File: config.mk
export PLATFORM = sky130hd
export DESIGN_NAME = u2_ctrl_top
export DESIGN_NICKNAME = d
export VERILOG_FILES = /design/src/source/u2_ctrl_pkg.sv /design/src/source/u2_ctrl_top.sv /design/src/source/status_readback.sv /design/src/source/vita_time.sv /design/src/source/misc_settings.sv
export SDC_FILE = /design/constraint.sdc
export NUM_CORES = 1
export LEC_CHECK = 0
export BUFFER_PORTS_ARGS = -buffer_cell sky130_fd_sc_hd__buf_2
export CORE_MARGIN = 3
export CORE_UTILIZATION = 40
export DETAILED_ROUTE_END_ITERATION = 12
export PLACE_DENSITY = 0.59
export SYNTH_ARGS = -nofsm -noshare
export SYNTH_HDL_FRONTEND = slang
export SYNTH_HIERARCHICAL = 1
export SYNTH_SLANG_ARGS = --single-unit
File: constraint.sdc
create_clock -name dsp_clk -period 3.05 [get_ports dsp_clk]
set_input_delay 0.915 -clock dsp_clk [delete_from_list [all_inputs] [get_ports dsp_clk]]
set_output_delay 0.915 -clock dsp_clk [all_outputs]
set_load 0.05 [all_outputs]
File: src/source/u2_ctrl_pkg.sv
// Settings addresses, readback indices, compatibility number and shared structs
`default_nettype none

package u2_ctrl_pkg;

   //////////////////////////////////////////////////
   // Settings bus address bases

   // Misc control block, offsets 0..6
   localparam logic [7:0] SR_MISC   = 8'd0;
   // Time counter, offset 0 stages seconds, offset 1 loads ticks
   localparam logic [7:0] SR_TIME64 = 8'd10;

   //////////////////////////////////////////////////
   // Constants

   // LEDs 1..4 follow hardware status out of reset
   localparam logic [7:0]  LED_SRC_RESET = 8'h1E;

   // Bump when the control map changes, major in upper half
   localparam logic [31:0] COMPAT_NUM = {16'd7, 16'd1};

   //////////////////////////////////////////////////
   // Readback word indices

   localparam logic [3:0] RB_STATUS  = 4'd8;
   localparam logic [3:0] RB_MODE    = 4'd9;
   localparam logic [3:0] RB_TIME_HI = 4'd10;
   localparam logic [3:0] RB_TIME_LO = 4'd11;
   localparam logic [3:0] RB_COMPAT  = 4'd12;
   localparam logic [3:0] RB_PPS_HI  = 4'd14;
   localparam logic [3:0] RB_PPS_LO  = 4'd15;

   //////////////////////////////////////////////////
   // Shared structs

   // One settings write, valid in any cycle with stb high
   typedef struct packed {
      logic        stb;
      logic [7:0]  addr;
      logic [31:0] data;
   } set_bus_t;

   typedef struct packed {
      logic [31:0] secs;
      logic [31:0] ticks;
   } vita_time_t;

   // Clock, serdes, ADC and PHY lines, in register bit order
   typedef struct packed {
      logic       clock_ready;
      logic [1:0] clk_en;
      logic [1:0] clk_sel;
      logic       ser_enable;
      logic       ser_prbsen;
      logic       ser_loopen;
      logic       ser_rx_en;
      logic       adc_oe_a;
      logic       adc_on_a;
      logic       adc_oe_b;
      logic       adc_on_b;
      logic       phy_reset_n;
   } misc_ctrl_t;

   // Hardware LED sources
   typedef struct packed {
      logic run_tx;
      logic run_rx;
      logic clk_status;
      logic link_good;
   } hw_status_t;

endpackage

`default_nettype wire
File: src/source/u2_ctrl_top.sv
// Top level joining the settings registers, time counter and readback mux
`default_nettype none

module u2_ctrl_top #(
   parameter logic [31:0] TICKS_PER_SEC = 32'd100000000
) (
   input  wire                     dsp_clk,
   input  wire                     rst_i,
   // Settings bus and hardware status
   input  u2_ctrl_pkg::set_bus_t   set_i,
   input  u2_ctrl_pkg::hw_status_t hw_i,
   input  wire                     pps_i,
   // Readback port
   input  wire                     rb_stb_i,
   input  wire  [3:0]              rb_addr_i,
   input  wire  [31:0]             status_i,
   input  wire                     sim_mode_i,
   input  wire  [3:0]              clock_divider_i,
   // Control lines out
   output u2_ctrl_pkg::misc_ctrl_t ctrl_o,
   output logic [7:0]              leds_o,
   output logic                    pps_int_o,
   output logic [31:0]             rb_data_o,
   output logic                    rb_ack_o
);

   import u2_ctrl_pkg::*;

   vita_time_t time_now;
   vita_time_t time_pps;

   //////////////////////////////////////////////////
   // Misc control registers

   misc_settings misc_settings_i (
      .dsp_clk (dsp_clk),
      .rst_i   (rst_i),
      .set_i   (set_i),
      .hw_i    (hw_i),
      .ctrl_o  (ctrl_o),
      .leds_o  (leds_o)
   );

   //////////////////////////////////////////////////
   // Timekeeping

   vita_time #(
      .TICKS_PER_SEC (TICKS_PER_SEC)
   ) vita_time_i (
      .dsp_clk    (dsp_clk),
      .rst_i      (rst_i),
      .set_i      (set_i),
      .pps_i      (pps_i),
      .time_o     (time_now),
      .time_pps_o (time_pps),
      .pps_int_o  (pps_int_o)
   );

   //////////////////////////////////////////////////
   // Readback

   status_readback status_readback_i (
      .dsp_clk         (dsp_clk),
      .rst_i           (rst_i),
      .rb_stb_i        (rb_stb_i),
      .rb_addr_i       (rb_addr_i),
      .status_i        (status_i),
      .sim_mode_i      (sim_mode_i),
      .clock_divider_i (clock_divider_i),
      .time_i          (time_now),
      .time_pps_i      (time_pps),
      .rb_data_o       (rb_data_o),
      .rb_ack_o        (rb_ack_o)
   );

endmodule

`default_nettype wire

File: src/source/status_readback.sv
// Registered 16-word readback mux with one-cycle acknowledge
`default_nettype none

module status_readback (
   input  wire                     dsp_clk,
   input  wire                     rst_i,
   input  wire                     rb_stb_i,
   input  wire  [3:0]              rb_addr_i,
   input  wire  [31:0]             status_i,
   input  wire                     sim_mode_i,
   input  wire  [3:0]              clock_divider_i,
   input  u2_ctrl_pkg::vita_time_t time_i,
   input  u2_ctrl_pkg::vita_time_t time_pps_i,
   output logic [31:0]             rb_data_o,
   output logic                    rb_ack_o
);

   import u2_ctrl_pkg::*;

   logic [31:0] rb_word;

   // Word select, unlisted slots read zero
   always_comb begin
      case (rb_addr_i)
         RB_STATUS:  rb_word = status_i;
         RB_MODE:    rb_word = {sim_mode_i, 27'd0, clock_divider_i};
         RB_TIME_HI: rb_word = time_i.secs;
         RB_TIME_LO: rb_word = time_i.ticks;
         RB_COMPAT:  rb_word = COMPAT_NUM;
         RB_PPS_HI:  rb_word = time_pps_i.secs;
         RB_PPS_LO:  rb_word = time_pps_i.ticks;
         default:    rb_word = '0;
      endcase
   end

   always_ff @(posedge dsp_clk) begin
      if (rst_i) begin
         rb_ack_o <= 1'b0;
      end else begin
         rb_ack_o <= rb_stb_i;
      end
   end

   // Data only moves on a strobe
   always_ff @(posedge dsp_clk) begin
      if (rb_stb_i) begin
         rb_data_o <= rb_word;
      end
   end

   a_ack_follows_stb: assert property (@(posedge dsp_clk) disable iff (rst_i)
      rb_ack_o |-> $past(rb_stb_i)) else $error("rb_ack_o without a strobe");

endmodule

`default_nettype wire

File: src/source/vita_time.sv
// Seconds/ticks time counter with settings-bus load and PPS capture
`default_nettype none

module vita_time #(
   parameter logic [31:0] TICKS_PER_SEC = 32'd100000000
) (
   input  wire                     dsp_clk,
   input  wire                     rst_i,
   input  u2_ctrl_pkg::set_bus_t   set_i,
   input  wire                     pps_i,
   output u2_ctrl_pkg::vita_time_t time_o,
   output u2_ctrl_pkg::vita_time_t time_pps_o,
   output logic                    pps_int_o
);

   import u2_ctrl_pkg::*;

   logic [31:0] secs_stage;
   vita_time_t  time_q;
   vita_time_t  time_pps_q;
   logic        load_secs;
   logic        load_time;
   logic        pps_s1, pps_s2;
   logic        pps_d1, pps_d2;
   logic        pps_edge;
   logic        pps_int_q;

   assign load_secs = set_i.stb && (set_i.addr == SR_TIME64);
   assign load_time = set_i.stb && (set_i.addr == SR_TIME64 + 8'd1);

   //////////////////////////////////////////////////
   // Counter and settings load

   always_ff @(posedge dsp_clk) begin
      if (rst_i) begin
         secs_stage <= '0;
      end else if (load_secs) begin
         secs_stage <= set_i.data;
      end
   end

   always_ff @(posedge dsp_clk) begin
      if (rst_i) begin
         time_q <= '0;
      end else if (load_time) begin
         // Ticks write commits the staged seconds too
         time_q <= {secs_stage, set_i.data};
      end else if (time_q.ticks == TICKS_PER_SEC - 32'd1) begin
         time_q.ticks <= '0;
         time_q.secs  <= time_q.secs + 32'd1;
      end else begin
         time_q.ticks <= time_q.ticks + 32'd1;
      end
   end

   //////////////////////////////////////////////////
   // PPS sync, edge detect and capture

   assign pps_edge = pps_d1 & ~pps_d2;

   always_ff @(posedge dsp_clk) begin
      if (rst_i) begin
         {pps_s1, pps_s2, pps_d1, pps_d2} <= '0;
         pps_int_q  <= 1'b0;
         time_pps_q <= '0;
      end else begin
         pps_s1    <= pps_i;
         pps_s2    <= pps_s1;
         pps_d1    <= pps_s2;
         pps_d2    <= pps_d1;
         pps_int_q <= pps_edge;
         // Latch time as it stood just before the pulse
         if (pps_edge) begin
            time_pps_q <= time_q;
         end
      end
   end

   assign time_o     = time_q;
   assign time_pps_o = time_pps_q;
   assign pps_int_o  = pps_int_q;

   a_ticks_range: assert property (@(posedge dsp_clk) disable iff (rst_i)
      time_q.ticks < TICKS_PER_SEC) else $error("ticks beyond TICKS_PER_SEC");

   a_pps_single: assert property (@(posedge dsp_clk) disable iff (rst_i)
      pps_int_o |=> !pps_int_o) else $error("pps_int_o held two cycles");

endmodule

`default_nettype wire

File: src/source/misc_settings.sv
// Settings-bus register bank for misc control lines and the LED source mux
`default_nettype none

module misc_settings (
   input  wire                     dsp_clk,
   input  wire                     rst_i,
   input  u2_ctrl_pkg::set_bus_t   set_i,
   input  u2_ctrl_pkg::hw_status_t hw_i,
   output u2_ctrl_pkg::misc_ctrl_t ctrl_o,
   output logic [7:0]              leds_o
);

   import u2_ctrl_pkg::*;

   // Only the bits that reach an output are kept
   logic [4:0] clk_reg;
   logic [3:0] ser_reg;
   logic [3:0] adc_reg;
   logic [7:0] led_sw;
   logic       phy_reg;
   logic [7:0] led_src;
   logic [7:0] led_hw;

   //////////////////////////////////////////////////
   // Register writes

   always_ff @(posedge dsp_clk) begin
      if (rst_i) begin
         clk_reg <= '0;
         ser_reg <= '0;
         adc_reg <= '0;
         led_sw  <= '0;
         phy_reg <= 1'b0;
         led_src <= LED_SRC_RESET;
      end else if (set_i.stb) begin
         case (set_i.addr)
            SR_MISC + 8'd0: clk_reg <= set_i.data[4:0];
            SR_MISC + 8'd1: ser_reg <= set_i.data[3:0];
            SR_MISC + 8'd2: adc_reg <= set_i.data[3:0];
            SR_MISC + 8'd3: led_sw  <= set_i.data[7:0];
            SR_MISC + 8'd4: phy_reg <= set_i.data[0];
            SR_MISC + 8'd6: led_src <= set_i.data[7:0];
            // Offset 5 and foreign addresses fall through
            default: ;
         endcase
      end
   end

   //////////////////////////////////////////////////
   // Control line mapping

   always_comb begin
      ctrl_o.clock_ready = clk_reg[4];
      ctrl_o.clk_en      = clk_reg[3:2];
      ctrl_o.clk_sel     = clk_reg[1:0];
      ctrl_o.ser_enable  = ser_reg[3];
      ctrl_o.ser_prbsen  = ser_reg[2];
      ctrl_o.ser_loopen  = ser_reg[1];
      ctrl_o.ser_rx_en   = ser_reg[0];
      ctrl_o.adc_oe_a    = adc_reg[3];
      ctrl_o.adc_on_a    = adc_reg[2];
      ctrl_o.adc_oe_b    = adc_reg[1];
      ctrl_o.adc_on_b    = adc_reg[0];
      // Register holds the reset request, the pin is active low
      ctrl_o.phy_reset_n = ~phy_reg;
   end

   //////////////////////////////////////////////////
   // LEDs

   // Bit 0 and bits 7..5 have no hardware source
   assign led_hw = {3'b000, hw_i.run_tx, hw_i.run_rx, hw_i.clk_status,
                    hw_i.link_good, 1'b0};

   // Source bit 1 picks hardware, 0 picks software
   assign leds_o = (led_src & led_hw) | (~led_src & led_sw);

   // PHY comes out of reset released
   a_phy_released: assert property (@(posedge dsp_clk) rst_i |=> ctrl_o.phy_reset_n)
      else $error("phy_reset_n low in the cycle after reset");

endmodule

`default_nettype wire

==> flow_results.org <==
** Floorplan
- The initialized floorplan defines around 60 standard-cell rows.
- For this configuration, the core starts out at a cell density of 0.411.
- Placeable core area :: 0.0263 mm²
- Measured along the y axis, the die boundary spans between 150 and 200 µm.
- Boundary pin count :: 146
- The die covers about 0.029 mm².
- In this run the horizontal extent of the chip is between 150 and 200 µm.

** Finish
- Final cell count without fillers :: roughly 1700
- Relative to the synthesized area, the layout overhead comes to 19.0%.
- Most used cells in the layout excluding fill and tap cells :: nand2_1 (278), dfxtp_1 (196), buf_2 (144)
- Net count reported at finish :: approximately 1500
- Utilization of the core after routing :: 0.489
- ANT cells :: 0
- Proportion of layout cells with a drive suffix above 1 :: 0.187
- Most common cell after layout, fill and taps aside :: nand2_1

** Synthesis
- Synthesis handed over a netlist of around 1300 instances.
- For this run, the register share of the synthesized area comes to 0.452.
- After synthesis the netlist holds a flip-flop and latch count of ~230.
- For this run, the number of Yosys warnings is 6.
- A synthesized cell averages around 8.5 µm².
- After synthesis the cells add up to 0.0108 mm².
- Async SR Flop Fraction :: 0
- Most used DFF post-synth :: dfxtp_1
- Post-synthesis net count :: ~1400
- Counting flops with a built-in enable in the synthesized netlist gives 32.
- Number of distinct library cells after synthesis :: 64

** Drt
- Detailed routing inserted a total of 9752 vias.
- After detailed routing, the total wire length is around 32000 µm.
- Wire length per cell :: between 15 and 20 µm
- Detailed Route Iter0 Violations :: around 900
- The detail route stage leaves a number of antenna-violating nets equal to 0.
- In the routed design, unresolved DRC markers number 0.
- First-pass iteration count of the detailed router :: 5
- After detailed routing, the number of vias per cell comes to around 5.6.

** Setup path
- End of the worst register-to-register path :: vita_time_i/time_o[54]
- Of all nets on the critical path, the largest fanout is 8.
- Startpoint of the worst-slack reg-to-reg timing path :: vita_time_i/time_o[27]
- FF-to-FF path depth :: 5
- Data on the critical path arrives at its endpoint at roughly 3300 ps.
- For the worst setup path, the data required time is 3510 ps.
- The worst setup path is captured at a flop.
- The worst register-to-register path has a setup slack of about 190 ps.
- Classification of the worst setup path :: flop to flop
- The most numerous cell type found on the critical path is or4_1.
- On the critical path, the stage with the largest delay is an instance of or4_1.
- Maximum single-stage delay on the critical path :: ~700 ps
- Walking the worst path, the cells encountered are or4_1 > or4_1 > or4_1 > or4_1 > nand3_1.
- Worst setup SP type :: flop

** Worst hold path
- Worst min-delay path category :: flop to flop
- Number of cells on the worst hold path :: 2
- For hold timing, the worst endpoint is vita_time_i/time_o[49].
- In this run the most critical hold path is launched from vita_time_i/secs_stage[17].

** Timing
- Worst hold margin :: approximately 430 ps
- Worst-case headroom to the max-slew limit :: 0.403
- Adding up every negative setup slack in the final design gives 0 ps.
- The number of endpoints with negative hold slack in the final report is 0.
- The clock arrives with 29.5 ps of skew.
- After layout, the minimum clock period comes to 2860 ps.
- Number of slew-limit violations in the final report :: 0
- RSZ-0062 raised after global routing :: false
- Worst-margin pin slew :: just under 900 ps
- Max Fclk :: ~350 MHz
- Count of endpoints failing setup in the final report :: 0
- Dividing the final minimum period by the clock period gives 0.938.

** Global route
- The number of global-route vias before repair is 9025.
- Congestion Overflow GR :: 0
- The number of antenna violations at the first check in global routing came to 3.
- First-pass GRT wire length :: roughly 51000 µm
- Gr usage total :: 0.217
- Pin count of the biggest net entering global routing :: between 100 and 150

** Clocking
- In this run, CTS created clock tree buffers numbering 26.
- Number of gates resized after CTS :: 0
- In this run the number of H-tree levels came out at 1.
- Hold bufs inserted after CTS :: 0
- CTS placed an instance of clkbuf_16 at the clock tree root.
- For the worst-skew pair, the clock arrives at the later sink with an insertion delay of about 540 ps.
- The tree built by TritonCTS fans out to between 200 and 250 sinks.
- TritonCTS clock tree :: done
- Maximum count of clock buffers along a single path :: 3
- Clock-pin slew was measured on the worst setup and hold paths at 60 ps.
- In this run the post-CTS setup repair buffer count came out at 0.

** Placement
- In this run the tool buffered the top-level ports with 145 buffer cells.
- Routability congestion estimate :: around 0.84
- HPWL reported at the end of detailed placement :: roughly 22000 µm
- Placed cell count :: about 1700

** Pwr
- For this design the ratio of total power to cell area is about 530 mW/mm².
- IR analysis of the VDD net gives a maximum drop of around 0.00033 V.
- Summed over all cells, the static leakage comes to between 0.004 and 0.005 µW.

** Run status
- Status :: completed

** Job
- Across the run, the number of max-cap violations was 0.
[routing by layer]
layer	part of all wire	routed length (µm)	track usage	vias up
met2	0.42	13600	0.313	362
met4	0.011	361	0.0381	4
met1	0.49	15900	0.339	4602
li1	-	-	-	4754
met3	0.078	2540	0.0388	30
met5	0.00068	22	0	-
[cells by family after synthesis]
family | synth area share
AOI/OAI and AO/OA | 0.137
xor gates and xnor gates | 0.0349
adders and majority gates | 0.00232
buffers and inverters | 0.0411
DFF | 0.452
muxes | 0.0589
and+or+nand+nor | 0.274
[critical path: cells and delay by family, from the launching register on]
| kind | cells | cell delay (ps) |
|---|---|---|
| DFF | 1 | 380 |
| and+or+nand+nor | 5 | 2420 |
[Yosys cell counts, types with 12 or more instances]
master / n / area share
o21ai_0: 52 / 0.024
mux2i_1: 49 / 0.045
nand2b_1: 42 / 0.024
o211ai_1: 15 / 0.010
nand4_1: 34 / 0.020
nor2b_1: 15 / 0.0087
a22oi_1: 31 / 0.022
and3_1: 30 / 0.017
xor2_1: 23 / 0.019
and4_1: 12 / 0.0097
edfxtp_1: 32 / 0.089
nor2_1: 42 / 0.015
buf_2: 18 / 0.0083
xnor2_1: 20 / 0.016
dfxtp_1: 196 / 0.36
nand2_1: 278 / 0.097
buf_1: 12 / 0.0042
a211oi_1: 18 / 0.013
nor3b_1: 13 / 0.0090
nor4_1: 23 / 0.013
nand3_1: 40 / 0.019
clkbuf_1: 62 / 0.022
nor3_1: 12 / 0.0056
a21oi_1: 98 / 0.045
[worst max path at each step]
stage / cells past startpoint / slack (ps) / end / start
detailed placement: 5 / 240 / vita_time_i/time_o[54] / vita_time_i/time_o[27]
global placement: 7 / 220 / vita_time_i/time_o[56] / set_i[36]
finish: 5 / 190 / vita_time_i/time_o[54] / vita_time_i/time_o[27]
floorplan: 7 / 320 / vita_time_i/time_o[54] / vita_time_i/time_o[25]
CTS: 5 / 230 / vita_time_i/time_o[54] / vita_time_i/time_o[27]
global route: 6 / 70 / vita_time_i/time_o[48] / vita_time_i/time_o[27]
[stage by stage]
stage	setup WS (ps)	total power, µW	instance area [µm²]
after floorplan	320	3450	10800
after global routing	73.2	7090	12900
final	190	6840	12900
after global placement	225	3650	12000
after detailed placement	240	3650	12000
after CTS	226	6920	12900
[power by group]
group / leakage (µW) / total, µW / switching (µW) / internal, µW
sequential: 0.00191 / 3120 / 38.8 / 3090
combinational: 0.00244 / 460 / 317 / 142
clock: 0.000441 / 3250 / 1270 / 1980
total: 0.00479 / 6840 / 1630 / 5210
[layout make-up]
| cell class | instances | area [µm²] |
|---|---|---|
| Clock buffer | 33 | 707 |
| Clock inverter | 15 | 190 |
| Fill cell | 2565 | 13400 |
| Inverter | 6 | 22.5 |
| Multi-Input combinational cell | 933 | 5500 |
| Sequential cell | 228 | 4880 |
| Tap cell | 335 | 419 |
| Timing Repair Buffer | 195 | 1140 |
No activity file was read; power rests on OpenSTA's default activity.
